<file path="config.mk">
export PLATFORM = sky130hd
export DESIGN_NAME = timerTop
export DESIGN_NICKNAME = d
export VERILOG_FILES = /design/src/rtl/timerPkg.sv /design/src/rtl/timerTop.sv /design/src/rtl/pwmOutput.sv /design/src/rtl/irqStatus.sv /design/src/rtl/timerCore.sv /design/src/rtl/timerRegs.sv /design/src/rtl/eventConditioner.sv
export SDC_FILE = /design/constraint.sdc
export NUM_CORES = 1
export LEC_CHECK = 0
export ABC_AREA = 1
export ABC_CLOCK_PERIOD_IN_PS = 2400
export BUFFER_PORTS_ARGS = -buffer_cell sky130_fd_sc_hd__buf_2
export CAP_MARGIN = 15
export CORE_ASPECT_RATIO = 0.9
export CORE_MARGIN = 1
export CORE_UTILIZATION = 60
export DETAILED_ROUTE_END_ITERATION = 7
export PLACE_DENSITY_LB_ADDON = 0.08
export RECOVER_POWER = 25
export SKIP_LAST_GASP = 1
export SLEW_MARGIN = 0
export SYNTH_ARGS = -nofsm -noshare
export SYNTH_HDL_FRONTEND = slang
export SYNTH_HIERARCHICAL = 1
export SYNTH_SLANG_ARGS = --single-unit
export TNS_END_PERCENT = 20
</file>
<file path="constraint.sdc">
create_clock -name CPUbus -period 2.4 [get_ports CPUbus]
set_input_delay 0 -clock CPUbus [delete_from_list [all_inputs] [get_ports CPUbus]]
set_output_delay 0 -clock CPUbus [all_outputs]
set_load 0.005 [all_outputs]
</file>
<file path="src/rtl/timerPkg.sv">
package timerPkg;

  localparam int tmWidth   = 16;  // Counter, period and compare
  localparam int pwmCount  = 2;
  localparam int busWidth  = 32;
  localparam int addrWidth = 6;   // Byte address
  localparam int wordLsb   = 2;

  // Register word indices
  localparam logic [addrWidth-wordLsb-1:0] regTmVal  = 0;  // Read only
  localparam logic [addrWidth-wordLsb-1:0] regTmPr   = 1;
  localparam logic [addrWidth-wordLsb-1:0] regTmCmp0 = 2;
  localparam logic [addrWidth-wordLsb-1:0] regTmCmp1 = 3;
  localparam logic [addrWidth-wordLsb-1:0] regTrs    = 4;  // Run set/clear, timer clear
  localparam logic [addrWidth-wordLsb-1:0] regTrSt   = 5;
  localparam logic [addrWidth-wordLsb-1:0] regEcr    = 6;
  localparam logic [addrWidth-wordLsb-1:0] regCmc    = 7;
  localparam logic [addrWidth-wordLsb-1:0] regTms    = 8;
  localparam logic [addrWidth-wordLsb-1:0] regIsr    = 9;  // Write one to clear
  localparam logic [addrWidth-wordLsb-1:0] regIec    = 10;
  localparam logic [addrWidth-wordLsb-1:0] regPlc    = 11;

  localparam logic [1:0] edgeNone = 2'd0;
  localparam logic [1:0] edgeRise = 2'd1;
  localparam logic [1:0] edgeFall = 2'd2;
  localparam logic [1:0] edgeBoth = 2'd3;

  localparam logic [2:0] filtLen0 = 3'd0;  // Extra cycles per filter code
  localparam logic [2:0] filtLen1 = 3'd3;
  localparam logic [2:0] filtLen2 = 3'd5;
  localparam logic [2:0] filtLen3 = 3'd7;

  localparam int isrEv0  = 0;
  localparam int isrEv1  = 1;
  localparam int isrEv2  = 2;
  localparam int isrCmUp = 3;  // Compare match
  localparam int isrPmUp = 4;  // Period match

endpackage
</file>
<file path="src/rtl/timerTop.sv">
`timescale 1ns/1ps

module timerTop #(
  localparam int cntW  = timerPkg::tmWidth,
  localparam int chN   = timerPkg::pwmCount,
  localparam int flagN = timerPkg::isrPmUp + 1
) (
  input  logic                          CPUbus,
  input  logic                          rstN,
  input  logic                          sel,
  input  logic                          write,
  input  logic                          transActive,
  input  logic [timerPkg::addrWidth-1:0] addr,
  input  logic [timerPkg::busWidth-1:0]  wdata,
  input  logic [2:0]                    evnt,
  output logic [timerPkg::busWidth-1:0]  rdata,
  output logic [chN-1:0]                pwm,
  output logic                          irq
);

  logic [cntW-1:0]          tmVal;
  logic [cntW-1:0]          tmPr;
  logic [chN-1:0][cntW-1:0] tmCmp;
  logic                     runSet;
  logic                     runClr;
  logic                     tmClr;
  logic [14:0]              ecr;
  logic [7:0]               cmc;
  logic [1:0]               tms;
  logic [flagN-1:0]         isr;
  logic [flagN-1:0]         isrClr;
  logic [flagN-1:0]         iec;
  logic [chN-1:0]           plc;
  logic [2:0]               evEdge;
  logic [2:0]               evLevel;
  logic                     running;
  logic                     cntEn;
  logic [chN-1:0]           cmpMatch;
  logic                     prdMatch;

  // Five ECR bits per event
  for (genvar ev = 0; ev < 3; ev++) begin : genEvent
    eventConditioner uEvent (
      .CPUbus    (CPUbus),
      .rstN      (rstN),
      .evIn      (evnt[ev]),
      .filtCode  (ecr[5*ev +: 2]),
      .edgeCode  (ecr[5*ev+2 +: 2]),
      .lvlInv    (ecr[5*ev+4]),
      .edgePulse (evEdge[ev]),
      .level     (evLevel[ev])
    );
  end

  timerRegs uRegs (
    .CPUbus      (CPUbus),
    .rstN        (rstN),
    .sel         (sel),
    .write       (write),
    .transActive (transActive),
    .addr        (addr),
    .wdata       (wdata),
    .tmVal       (tmVal),
    .running     (running),
    .isr         (isr),
    .rdata       (rdata),
    .tmPr        (tmPr),
    .tmCmp       (tmCmp),
    .runSet      (runSet),
    .runClr      (runClr),
    .tmClr       (tmClr),
    .ecr         (ecr),
    .cmc         (cmc),
    .tms         (tms),
    .isrClr      (isrClr),
    .iec         (iec),
    .plc         (plc)
  );

  timerCore uCore (
    .CPUbus    (CPUbus),
    .rstN      (rstN),
    .evEdge    (evEdge),
    .evLevel   (evLevel),
    .cmc       (cmc),
    .tms       (tms),
    .runSet    (runSet),
    .runClr    (runClr),
    .tmClr     (tmClr),
    .tmPr      (tmPr),
    .tmCmp     (tmCmp),
    .tmVal     (tmVal),
    .running   (running),
    .cntEn     (cntEn),
    .cmpMatch  (cmpMatch),
    .prdMatch  (prdMatch),
    .zeroMatch ()
  );

  irqStatus uIrq (
    .CPUbus   (CPUbus),
    .rstN     (rstN),
    .evEdge   (evEdge),
    .cmpMatch (cmpMatch),
    .prdMatch (prdMatch),
    .running  (running),
    .cntEn    (cntEn),
    .iec      (iec),
    .isrClr   (isrClr),
    .isr      (isr),
    .irq      (irq)
  );

  pwmOutput uPwm (
    .CPUbus   (CPUbus),
    .rstN     (rstN),
    .running  (running),
    .cntEn    (cntEn),
    .cmpMatch (cmpMatch),
    .prdMatch (prdMatch),
    .tmVal    (tmVal),
    .tmCmp    (tmCmp),
    .plc      (plc),
    .pwm      (pwm)
  );

endmodule

</file>
<file path="src/rtl/pwmOutput.sv">
`timescale 1ns/1ps

module pwmOutput (
  input  logic                                                CPUbus,
  input  logic                                                rstN,
  input  logic                                                running,
  input  logic                                                cntEn,
  input  logic [timerPkg::pwmCount-1:0]                       cmpMatch,
  input  logic                                                prdMatch,
  input  logic [timerPkg::tmWidth-1:0]                        tmVal,
  input  logic [timerPkg::pwmCount-1:0][timerPkg::tmWidth-1:0] tmCmp,
  input  logic [timerPkg::pwmCount-1:0]                       plc,
  output logic [timerPkg::pwmCount-1:0]                       pwm
);
  import timerPkg::*;

  logic [pwmCount-1:0] pwmQ;

  always_ff @(posedge CPUbus) begin
    if (!rstN) begin
      pwmQ <= '0;
    end else begin
      for (int ch = 0; ch < pwmCount; ch++) begin
        if (running) begin
          if (cntEn) begin
            if (cmpMatch[ch]) begin
              pwmQ[ch] <= 1'b1;
            end else if (prdMatch) begin
              pwmQ[ch] <= 1'b0;
            end
          end
        end else begin
          pwmQ[ch] <= (tmVal > tmCmp[ch]);  // Static level while stopped
        end
      end
    end
  end

  assign pwm = pwmQ ^ plc;  // Passive level select

endmodule

</file>
<file path="src/rtl/irqStatus.sv">
`timescale 1ns/1ps

module irqStatus (
  input  logic                          CPUbus,
  input  logic                          rstN,
  input  logic [2:0]                    evEdge,
  input  logic [timerPkg::pwmCount-1:0] cmpMatch,
  input  logic                          prdMatch,
  input  logic                          running,
  input  logic                          cntEn,
  input  logic [timerPkg::isrPmUp:0]    iec,
  input  logic [timerPkg::isrPmUp:0]    isrClr,
  output logic [timerPkg::isrPmUp:0]    isr,
  output logic                          irq
);
  import timerPkg::*;

  logic [isrPmUp:0] cond;
  logic [isrPmUp:0] setVec;

  always_comb begin
    cond          = '0;
    cond[isrEv0]  = evEdge[0];
    cond[isrEv1]  = evEdge[1];
    cond[isrEv2]  = evEdge[2];
    cond[isrCmUp] = running & cntEn & (|cmpMatch);  // Any channel
    cond[isrPmUp] = running & cntEn & prdMatch;
  end

  assign setVec = cond & iec;

  always_ff @(posedge CPUbus) begin
    if (!rstN) begin
      isr <= '0;
    end else begin
      isr <= setVec | (isr & ~isrClr);  // Set beats clear
    end
  end

  assign irq = |isr;

endmodule

</file>
<file path="src/rtl/timerCore.sv">
`timescale 1ns/1ps

module timerCore (
  input  logic                                                CPUbus,
  input  logic                                                rstN,
  input  logic [2:0]                                          evEdge,
  input  logic [2:0]                                          evLevel,
  input  logic [7:0]                                          cmc,
  input  logic [1:0]                                          tms,
  input  logic                                                runSet,
  input  logic                                                runClr,
  input  logic                                                tmClr,
  input  logic [timerPkg::tmWidth-1:0]                        tmPr,
  input  logic [timerPkg::pwmCount-1:0][timerPkg::tmWidth-1:0] tmCmp,
  output logic [timerPkg::tmWidth-1:0]                        tmVal,
  output logic                                                running,
  output logic                                                cntEn,
  output logic [timerPkg::pwmCount-1:0]                       cmpMatch,
  output logic                                                prdMatch,
  output logic                                                zeroMatch
);
  import timerPkg::*;

  logic evStart;
  logic evStop;
  logic evCnt;
  logic evGate;
  logic startHit;
  logic stopHit;
  logic clrHit;

  // Matrix select code, 0 is none and 1 to 3 pick event 0 to 2
  function automatic logic pickEv(input logic [1:0] code, input logic [2:0] ev);
    logic hit;
    case (code)
      2'd1:    hit = ev[0];
      2'd2:    hit = ev[1];
      2'd3:    hit = ev[2];
      default: hit = 1'b0;
    endcase
    return hit;
  endfunction

  assign evStart = pickEv(cmc[1:0], evEdge);
  assign evStop  = pickEv(cmc[3:2], evEdge);
  assign evCnt   = pickEv(cmc[5:4], evEdge);
  assign evGate  = pickEv(cmc[7:6], evLevel);  // Gate follows the level

  assign startHit = runSet | evStart;
  assign stopHit  = runClr | evStop;
  assign clrHit   = tmClr | (startHit & tms[0]) | (stopHit & tms[1]);

  assign cntEn = (cmc[7:6] != 2'd0) ? evGate :
                 (cmc[5:4] != 2'd0) ? evCnt  : 1'b1;

  assign prdMatch  = (tmVal == tmPr);
  assign zeroMatch = (tmVal == '0);

  always_comb begin
    for (int ch = 0; ch < pwmCount; ch++) begin
      cmpMatch[ch] = (tmVal == tmCmp[ch]);
    end
  end

  always_ff @(posedge CPUbus) begin
    if (!rstN) begin
      running <= 1'b0;
      tmVal   <= '0;
    end else begin
      if (stopHit) begin
        running <= 1'b0;  // Stop wins
      end else if (startHit) begin
        running <= 1'b1;
      end

      if (clrHit) begin
        tmVal <= '0;
      end else if (running && cntEn) begin
        if (prdMatch) begin
          tmVal <= '0;  // Wrap at period
        end else begin
          tmVal <= tmVal + 1'b1;
        end
      end
    end
  end

endmodule

</file>
<file path="src/rtl/timerRegs.sv">
`timescale 1ns/1ps

module timerRegs (
  input  logic                                                CPUbus,
  input  logic                                                rstN,
  input  logic                                                sel,
  input  logic                                                write,
  input  logic                                                transActive,
  input  logic [timerPkg::addrWidth-1:0]                      addr,
  input  logic [timerPkg::busWidth-1:0]                       wdata,
  input  logic [timerPkg::tmWidth-1:0]                        tmVal,
  input  logic                                                running,
  input  logic [timerPkg::isrPmUp:0]                          isr,
  output logic [timerPkg::busWidth-1:0]                       rdata,
  output logic [timerPkg::tmWidth-1:0]                        tmPr,
  output logic [timerPkg::pwmCount-1:0][timerPkg::tmWidth-1:0] tmCmp,
  output logic                                                runSet,
  output logic                                                runClr,
  output logic                                                tmClr,
  output logic [14:0]                                         ecr,
  output logic [7:0]                                          cmc,
  output logic [1:0]                                          tms,
  output logic [timerPkg::isrPmUp:0]                          isrClr,
  output logic [timerPkg::isrPmUp:0]                          iec,
  output logic [timerPkg::pwmCount-1:0]                       plc
);
  import timerPkg::*;

  logic                       wrPend;   // Data phase of a write
  logic [addrWidth-1:wordLsb] wordIdx;  // Address from the address phase
  logic                       trsHit;
  logic                       isrHit;

  // Command pulses act in the data phase itself
  assign trsHit = wrPend && (wordIdx == regTrs);
  assign isrHit = wrPend && (wordIdx == regIsr);

  assign runSet = trsHit & wdata[0];
  assign runClr = trsHit & wdata[1];
  assign tmClr  = trsHit & wdata[2];
  assign isrClr = isrHit ? wdata[isrPmUp:0] : '0;

  always_ff @(posedge CPUbus) begin
    if (!rstN) begin
      wrPend  <= 1'b0;
      wordIdx <= '0;
      tmPr    <= '0;
      tmCmp   <= '0;
      ecr     <= '0;
      cmc     <= '0;
      tms     <= '0;
      iec     <= '0;
      plc     <= '0;
    end else begin
      wrPend <= sel & transActive & write;
      if (sel & transActive) begin
        wordIdx <= addr[addrWidth-1:wordLsb];
      end
      if (wrPend) begin
        case (wordIdx)
          regTmPr:   tmPr     <= wdata[tmWidth-1:0];
          regTmCmp0: tmCmp[0] <= wdata[tmWidth-1:0];
          regTmCmp1: tmCmp[1] <= wdata[tmWidth-1:0];
          regEcr:    ecr      <= wdata[14:0];
          regCmc:    cmc      <= wdata[7:0];
          regTms:    tms      <= wdata[1:0];
          regIec:    iec      <= wdata[isrPmUp:0];
          regPlc:    plc      <= wdata[pwmCount-1:0];
          default:   ;  // Read-only or command words
        endcase
      end
    end
  end

  always_comb begin
    rdata = '0;
    case (wordIdx)
      regTmVal:  rdata[tmWidth-1:0]  = tmVal;
      regTmPr:   rdata[tmWidth-1:0]  = tmPr;
      regTmCmp0: rdata[tmWidth-1:0]  = tmCmp[0];
      regTmCmp1: rdata[tmWidth-1:0]  = tmCmp[1];
      regTrSt:   rdata[0]            = running;
      regEcr:    rdata[14:0]         = ecr;
      regCmc:    rdata[7:0]          = cmc;
      regTms:    rdata[1:0]          = tms;
      regIsr:    rdata[isrPmUp:0]    = isr;
      regIec:    rdata[isrPmUp:0]    = iec;
      regPlc:    rdata[pwmCount-1:0] = plc;
      default:   rdata               = '0;  // TRS and unmapped words
    endcase
  end

endmodule

</file>
<file path="src/rtl/eventConditioner.sv">
`timescale 1ns/1ps

module eventConditioner (
  input  logic       CPUbus,
  input  logic       rstN,
  input  logic       evIn,
  input  logic [1:0] filtCode,
  input  logic [1:0] edgeCode,
  input  logic       lvlInv,
  output logic       edgePulse,
  output logic       level
);
  import timerPkg::*;

  logic [2:0] filtLen;
  logic [2:0] filtCnt;
  logic       filtQ;
  logic       filtDel;
  logic       riseHit;
  logic       fallHit;

  always_comb begin
    case (filtCode)
      2'd0:    filtLen = filtLen0;
      2'd1:    filtLen = filtLen1;
      2'd2:    filtLen = filtLen2;
      default: filtLen = filtLen3;
    endcase
  end

  // Input must differ for filtLen + 1 cycles in a row
  always_ff @(posedge CPUbus) begin
    if (!rstN) begin
      filtQ   <= 1'b0;
      filtCnt <= '0;
    end else if (evIn != filtQ) begin
      if (filtCnt >= filtLen) begin
        filtQ   <= evIn;
        filtCnt <= '0;
      end else begin
        filtCnt <= filtCnt + 3'd1;  // Still settling
      end
    end else begin
      filtCnt <= '0;  // Glitch gone
    end
  end

  assign riseHit = filtQ & ~filtDel;
  assign fallHit = ~filtQ & filtDel;

  always_ff @(posedge CPUbus) begin
    if (!rstN) begin
      filtDel   <= 1'b0;
      edgePulse <= 1'b0;
      level     <= 1'b0;
    end else begin
      filtDel <= filtQ;
      level   <= filtQ ^ lvlInv;  // Active low when inverted
      case (edgeCode)
        edgeNone: edgePulse <= 1'b0;
        edgeRise: edgePulse <= riseHit;
        edgeFall: edgePulse <= fallHit;
        edgeBoth: edgePulse <= riseHit | fallHit;
        default:  edgePulse <= 1'b0;
      endcase
    end
  end

endmodule

</file>
## Word level (Yosys, flattened, before mapping)

Cells that the tools add are included.

| word-level totals | value |
|---|---|
| bits in registers | 130 |
| output and inout bits | 35 |
| word-level logic and storage cells | 186 |

| cells by class | value |
|---|---|
| magnitude comparators | 5 |
| add/sub/neg operators | 4 |
| bitwise logic cells | 41 |
| eq/ne operators | 47 |
| multiplexer cells | 27 |
| reductions and logical operators | 32 |

Operators by type and width:

| kind | number |
|---|---|
| == test 16 bit | 3 |
| one-hot mux 7 bit (5 select lines) | 1 |
| == test 2 bit, second input constant | 17 |
| greater-than comparator 16 bit | 2 |
| one-hot mux 3 bit (3 select lines) | 3 |
| AND reduction 2 bit | 13 |
| one-hot mux 3 bit (8 select lines) | 1 |
| == test 2 x 1 -> 1 bit, second input constant | 10 |
| one-hot mux 3 bit (6 select lines) | 1 |
| adder 16 x 1 -> 16 bit, second input constant | 1 |
| AND 1 bit | 16 |
| == test 4 x 3 -> 1 bit, second input constant | 4 |
| == test 4 bit, second input constant | 4 |
| two-way mux 16 bit | 1 |
| one-hot mux 1 bit (4 select lines) | 4 |
| zero test 2 bit | 6 |
| one-hot mux 1 bit (3 select lines) | 4 |
| one-hot mux 1 bit (11 select lines) | 1 |
| AND 5 bit | 2 |
| inverter 1 bit | 10 |
| one-hot mux 1 bit (10 select lines) | 1 |
| adder 3 x 1 -> 3 bit, second input constant | 3 |
| greater-or-equal comparator 3 bit | 3 |
| two-way mux 1 bit | 9 |
| 17 further kinds | 36 |

## Depth between registers and ports, before layout

Gate-level depths: netlist of the first run.

| depth | value |
|---|---|
| depth in word-level cells | 8 |
| depth in mapped cells | 14 |
| depth with buffers taken out | 13 |

## By module

Netlist of the first run, hierarchy kept.

By module, submodules not included:

| module | area each (µm²) | cells an instance | instances |
|---|---|---|---|
| timerRegs | 4242.8 | 636 | 1 |
| timerCore | 1980.6 | 336 | 1 |
| eventConditioner | 386.6 | 48 | 3 |
| pwmOutput | 988.4 | 158 | 1 |
| irqStatus | 236.5 | 34 | 1 |

## Least setup slack after synthesis of the first run

No wires, ideal clock.

| timing | value |
|---|---|
| kind | register to register |
| start point | reg uRegs.wrPend |
| end point | reg uCore/tmVal[13] (netlist name) |
| required time | 2277 ps |
| period minus slack after synthesis | 1731 ps |
| stages on the path, launching flop included | 11 |
| setup slack | 669 ps |
| data arrival time | 1609 ps |
| path buffers | 2 |
| cells stage by stage | dfxtp_1 buf_2 clkbuf_1 nand3_1 nor2_1 inv_1 nand4_1 and2_1 nor2_4 inv_1 a21oi_1 |

| on the way | value |
|---|---|
| cells in the longest elaborated chain, start to end | 7 |
| elaborated cells between the ends (all ways) | 11 |

Ends and longest elaborated chain:

| what | line | text |
|---|---|---|
| start: declaration | timerRegs.sv:29 | `logic wrPend;` |
| start signal: assignment | timerRegs.sv:55 | `wrPend <= sel & transActive & write;` |
| logical AND 1 bit | timerRegs.sv:35 | `assign trsHit = wrPend && (wordIdx == regTrs);` |
| AND 1 bit | timerRegs.sv:38 | `assign runSet = trsHit & wdata[0];` |
| net runSet | timerTop.sv:24 | `logic runSet;` |
| bitwise OR 1 bit | timerCore.sv:49 | `assign startHit = runSet \| evStart;` |
| AND 1 bit | timerCore.sv:51 | `assign clrHit = tmClr \| (startHit & tms[0]) \| (stopHit & tms[1]);` |
| bitwise OR 1 bit (2 in a row) | timerCore.sv:51 |  |
| OR reduction 2 bit (no line) | - |  |
| end signal: assignment | timerCore.sv:82 | `tmVal <= tmVal + 1'b1;` |
| end: declaration | timerCore.sv:15 | `output logic [timerPkg::tmWidth-1:0] tmVal,` |

The timed path passes the listed nets, and every way through them passes these cells.
A chain may end at the register's enable or synchronous reset.

## Worst setup path in the final report of the first run

| timing | value |
|---|---|
| start point | reg uRegs/wordIdx[2] (netlist name) |
| end point | out rdata[14] (netlist name) |

| on the way | value |
|---|---|
| cells in the longest elaborated chain, start to end | 2 |
| elaborated cells between the ends (all ways) | 6 |

Ends and longest elaborated chain:

| what | line | text |
|---|---|---|
| start: declaration | timerRegs.sv:30 | `logic [addrWidth-1:wordLsb] wordIdx;` |
| start signal: assignment | timerRegs.sv:57 | `wordIdx <= addr[addrWidth-1:wordLsb];` |
| == test 4 x 3 -> 1 bit, or another cell as far along | timerRegs.sv:77 | `case (wordIdx)` |
| one-hot mux 7 bit (5 select lines) (*) | timerRegs.sv:77 |  |
| end: declaration | timerTop.sv:16 | `output logic [timerPkg::busWidth-1:0] rdata,` |

Mark *: on every way between the ends. The rest lies on a longest branch, timed or not.

==> impl_metrics.py, run 1 <==
metrics = {
    "clock_tree": {
        "clk_latency_ns": 0.43,
        "cts_tree": "yes",
        "cts_resized": 0,
        "clock_path_buffers": 2,
        "clk_pin_slew_ns": 0.06,
        "cts_root_buf": "clkbuf_16",
        "cts_setup_buffers": 0,
        "cts_made_buffers": 17,
        "clock-sinks": 130,
        "htree_levels": 4,
    },
    "synthesis": {
        "yosys_warnings": 6,
        "postSynthAreaPerCell_um2": 6.58,
        "synth_cells": 1303,
        "syn_area_mm2": 0.00858,
    },
    "worst_setup_path": {
        "critPathRequiredTime_ns": 2.40,
        "startpoint_type": "flip-flop",
        "arrival_ns": 2.23,
        "path_class": "flip-flop to primary output",
        "rrSetupSlack_ns": 0.25,
        "worstSetupEndpointType": "primary output",
        "critPathMaxFanout": 20,
    },
    "sta": {
        "rsz0062_at_grt": "false",
        "fin_crit_ns": 2.23,
        "finalMaxSlewViolations": 0,
        "finalCritPeriodShare_pct": 93.1,
        "finClkSkew_ns": 0.00945,
        "maxSlewHeadroom_pct": 50.2,
        "setup_viol": 0,
        "tightest_slew_ns": 0.744,
        "finalHoldViolations": 0,
        "clock.fmax_ghz": 0.448,
        "fin_setup_tns_ns": 0,
    },
    "global_routing": {
        "grt.overflow.total": 0,
        "grt_max_degree": 65,
        "grt_pass1_vias": 7415,
        "grt_pass1_wl_um": 38300,
        "grt_usage_pct": 33.5,
        "antenna_found_initial": 0,
    },
    "worst_hold_path": {
        "min_path_type": "input pin to flip-flop",
    },
    "drt": {
        "drc": 0,
        "antenna_left": 0,
        "routedWlPerCell_um": 15.1,
        "postRouteWirelength_um": 23800,
        "vias": 8346,
        "drtIter0Drc": 730,
        "routed_via_density": 5.31,
        "dr.pass1.iters": 6,
    },
    "power_and_ir_drop": {
        "p_comb_share_pct": 6.6,
        "switching_share_pct": 26.4,
        "seqPwrFrac_pct": 43.2,
        "max-vdd-ir-drop_v": 0.000518,
        "leakagePower_uw": 0.00417,
        "internal_power_uw": 3740,
        "power_density_mw_per_mm2": 526,
        "p_switching_uw": 1340,
        "clkPwrFrac_pct": 50.2,
    },
    "placed_design": {
        "hpwl_um": 17000,
        "gp_congestion": 0.947,
        "numPortBuffers": 46,
        "placed_area_mm2": 0.00882,
    },
    "layout": {
        "syn_to_final_growth_pct": 12.4,
        "nFillCells": 1276,
        "n_antenna_cell": 0,
        "nets": 1463,
        "final_cell_area_mm2": 0.00965,
        "drive_gt1_share_pct": 12.0,
    },
    "floorplan": {
        "ioPinCount": 81,
        "rows": 41,
        "die_h_um": 115,
        "die_x_um": 128,
        "coreArea_mm2": 0.0140,
        "die_area_mm2": 0.0148,
        "start_util_pct": 61.3,
    },
    "run": {
        "drv_cap": 0,
    },
    "status": {
        "status": "complete, no violations",
    },
}
## cell type report
type                       instances  area (um2)  share of cell area (%)
inverter                         155         582                    6.03
sequential                       130        2600                    27.0
timing repair buffer              91         651                    6.75
clock buffer                      17         425                    4.41
clock inverter                    15         149                    1.54
multi-input combinational        970        4990                    51.8
tap                              193         241                    2.50
## flip-flops by register name (all words and copies together), names as in the netlist, 5 cells and up
register                 count
genEvent.uEvent/filtCnt      9
uCore/tmVal                 16
uIrq/isr                     5
uRegs/cmc                    8
uRegs/ecr                   15
uRegs/iec                    5
uRegs/tmCmp                 32
uRegs/tmPr                  16
## placed cells by master, fill, tap and decap left out, types with 12 or more instances in the layout
cell and count:
ha_1 52, buf_4 13, nand2_2 17, inv_2 13
buf_2 44, o21ai_0 35, inv_1 142, nand2_1 367
a21oi_1 90, nor3_1 12, nand4_1 15, nand3_1 107
clkbuf_16 17, xnor2_1 27, conb_1 16, dfxtp_1 129
nor2_1 153, dlygate4sd3_1 30
## final timing paths
check	start	end	cells after the start
min	transActive	uRegs/wordIdx[5]$_SDFFE_PN0P_	3
max reg2reg	uRegs/wordIdx[2]$_SDFFE_PN0P_	uRegs/cmc[2]$_SDFFE_PN0P_	6
min reg2reg	genEvent[0].uEvent/filtCnt[0]$_SDFF_PP0_	genEvent[0].uEvent/filtCnt[0]$_SDFF_PP0_	1
max	uRegs/wordIdx[2]$_SDFFE_PN0P_	rdata[14]	7
## power by group through the flow
stage	registers [uW]	logic [uW]	clock network [uW]
after floorplan	2240	215	0
after global placement	2240	289	0
after detailed placement	2240	292	0
after CTS	2200	332	2570
after global routing	2200	366	2690
final	2190	335	2550
## metrics by stage
stage	setup WS (ns)	hold slack, ns	cells	util [%]	power, uW
6_report	0.166	0.0161	1571	68.9	5080
5_1_grt	0.0342	0.0776	1571	68.9	5260
4_1_cts	0.192	0.00404	1571	69.2	5100
3_5_place_dp	0.368	0.251	1509	63.0	2540
3_3_place_gp	0.411	0.258	1509	63.0	2530
2_1_floorplan	0.669	0.0976	1318	-	2450
## what timing repair did
item | 4_1_cts | 5_1_grt
hold buffers | 30 | 0
setup endpoints to repair | 0 | 0
hold endpoints to repair | 90 | 0
## worst max-delay path: stages, from the launching register on
cell and delay (ns):
dfxtp_1 0.46, nand2_1 0.19, nor2_4 0.37, buf_4 0.31, nand2_1 0.09, nand2_1 0.09
nand3b_1 0.16, buf_2 0.14
## metal layers
layer	vias up	GRT usage, %	wire, um
li1	4221	-	-
met1	3726	45.4	10800
met2	335	52.9	10600
met3	64	5.26	1590
met4	0	14.9	806
met5	-	0	0
No activity file was read; power rests on OpenSTA's default activity.
==> run 2, diff against run 1 <==
Settings changed: CORE_MARGIN 1 to 2, SKIP_LAST_GASP 1 to default.
==> run 2 against run 1 <==
  * Fmax grew 1.0%
  * Via count grew 0.11%
  * Core utilization grew 0.28 points
  * Sequential power is essentially flat
  * Non-clock buffer count shrank 1
  * Critical path type unchanged
  * Critical endpoint unchanged
  * Largest cell class unchanged
==> impl_metrics.py, run 2 (synthesized netlist as in run 1, its figures left out) <==
metrics = {
    "sta": {
        "finalHoldViolations": 0,
        "maxSlewHeadroom_pct": 19.7,
        "fin_crit_ns": 2.21,
        "finClkSkew_ns": 0.00650,
        "tightest_slew_ns": 1.20,
        "setup_viol": 0,
        "clock.fmax_ghz": 0.452,
        "fin_setup_tns_ns": 0,
        "rsz0062_at_grt": "false",
        "fin_ws_ns": 0.189,
        "finalCritPeriodShare_pct": 92.1,
        "finalMaxSlewViolations": 0,
    },
    "power_and_ir_drop": {
        "power_density_mw_per_mm2": 551,
        "max-vdd-ir-drop_v": 0.000546,
        "leakagePower_uw": 0.00419,
    },
    "worst_setup_path": {
        "slowest_stage": "dfxtp_1",
        "critPathRequiredTime_ns": 2.40,
        "arrival_ns": 2.21,
        "worstSetupEndpointType": "primary output",
        "critPathMaxFanout": 20,
        "max_stage_delay_ns": 0.46,
        "timing.critical_path.cells": "nand2_1, nor2_4, buf_4, nand2_1, nand2_1, nand3b_1, buf_2",
        "path_class": "flip-flop to primary output",
        "rrSetupSlack_ns": 0.22,
        "startpoint_type": "flip-flop",
        "crit_top_cell": "nand2_1",
    },
    "layout": {
        "n_antenna_cell": 0,
        "largest_reg_flops": 32,
        "largest-register": "uRegs/tmCmp",
        "syn_to_final_growth_pct": 12.9,
        "final_common_cell": "nand2_1",
        "nFillCells": 1274,
        "nets": 1462,
        "final_cells": 1570,
        "drive_gt1_share_pct": 12.1,
        "largestRegisters": "uRegs/tmCmp: 32 flops, uCore/tmVal: 16 flops, uRegs/tmPr: 16 flops",
        "mostFrequentLayoutCells": "nand2_1, nor2_1, inv_1",
    },
    "drt": {
        "dr.pass1.iters": 5,
        "routed_via_density": 5.32,
        "routedWlPerCell_um": 15.0,
        "drc": 0,
        "vias": 8355,
        "antenna_left": 0,
        "postRouteWirelength_um": 23500,
        "drtIter0Drc": 733,
    },
    "clock_tree": {
        "clk_pin_slew_ns": 0.06,
        "cts_made_buffers": 17,
        "clock_path_buffers": 2,
        "htree_levels": 4,
        "cts_resized": 0,
        "clock-sinks": 130,
        "cts_tree": "yes",
        "clk_latency_ns": 0.42,
        "cts_root_buf": "clkbuf_16",
    },
    "floorplan": {
        "start_util_pct": 61.3,
        "die_x_um": 130,
        "die_h_um": 117,
        "ioPinCount": 81,
        "coreArea_mm2": 0.0140,
        "die_area_mm2": 0.0153,
        "rows": 41,
    },
    "global_routing": {
        "grt_pass1_vias": 7492,
        "grt_pass1_wl_um": 38000,
        "grt.overflow.total": 0,
        "grt_max_degree": 56,
        "grt_usage_pct": 31.6,
        "antenna_found_initial": 0,
    },
    "status": {
        "status": "complete, no violations",
    },
    "placed_design": {
        "dp_slack_ns": 0.363,
        "hpwl_um": 16900,
        "gp_congestion": 0.930,
        "numPortBuffers": 46,
        "dp_cells": 1510,
    },
    "run": {
        "drv_cap": 0,
    },
    "worst_hold_path": {
        "min_path_type": "input pin to flip-flop",
    },
}
## run 2: power breakdown
group	internal (uW)	total, uW	switching, uW
Clock	1800	2810	1010
Sequential	2180	2200	20.7
Combinational	104	328	223
## run 2: routing by layer
layer / global-route usage [%] / share of wire, % / up-vias
met5: 0 / 0 / -
met4: 11.0 / 1.8 / 0
met3: 5.47 / 7.3 / 31
met2: 49.1 / 46 / 309
met1: 44.2 / 45 / 3801
li1: - / - / 4214
## run 2: path summary, 6_finish.rpt
check / depth (start not counted) / endpoint / start
max: 7 / rdata[14] / uRegs/wordIdx[2]$_SDFFE_PN0P_
min: 3 / uRegs/wordIdx[5]$_SDFFE_PN0P_ / transActive
max reg2reg: 6 / uRegs/cmc[1]$_SDFFE_PN0P_ / uRegs/wordIdx[2]$_SDFFE_PN0P_
min reg2reg: 1 / genEvent[0].uEvent/filtCnt[0]$_SDFF_PP0_ / genEvent[0].uEvent/filtCnt[0]$_SDFF_PP0_
## run 2: worst max-delay path: cells and delay by family (launching register included)
kind	cells	cell delay [ns]
simple gates	5	0.85
flops	1	0.46
buf+inv	2	0.45
## run 2: timing repair
action	CTS	global route
hold endpoints to repair	92	0
hold buffers	28	0
buffers inserted	0	0
## run 2: area by class of cell
| class | instances | area (um2) | share of cell area, % |
|---|---|---|---|
| Timing Repair Buffer | 90 | 624 | 6.45 |
| Sequential cell | 130 | 2600 | 26.9 |
| Tap cell | 193 | 241 | 2.49 |
| Clock buffer | 20 | 457 | 4.72 |
| Multi-Input combinational cell | 970 | 5000 | 51.6 |
| Inverter | 155 | 582 | 6.01 |
| Clock inverter | 12 | 180 | 1.86 |
## run 2: through the flow
| stage | util [%] | power (uW) | hold WS [ns] | area (um2) |
|---|---|---|---|---|
| 2_1_floorplan | - | 2450 | 0.0976 | 8630 |
| 3_3_place_gp | 62.9 | 2530 | 0.253 | 8810 |
| 3_5_place_dp | 62.9 | 2530 | 0.260 | 8810 |
| 4_1_cts | 69.5 | 5360 | 0.0147 | 9730 |
| 5_1_grt | 69.2 | 5510 | 0.0385 | 9680 |
| 6_report | 69.2 | 5330 | 0.0268 | 9680 |
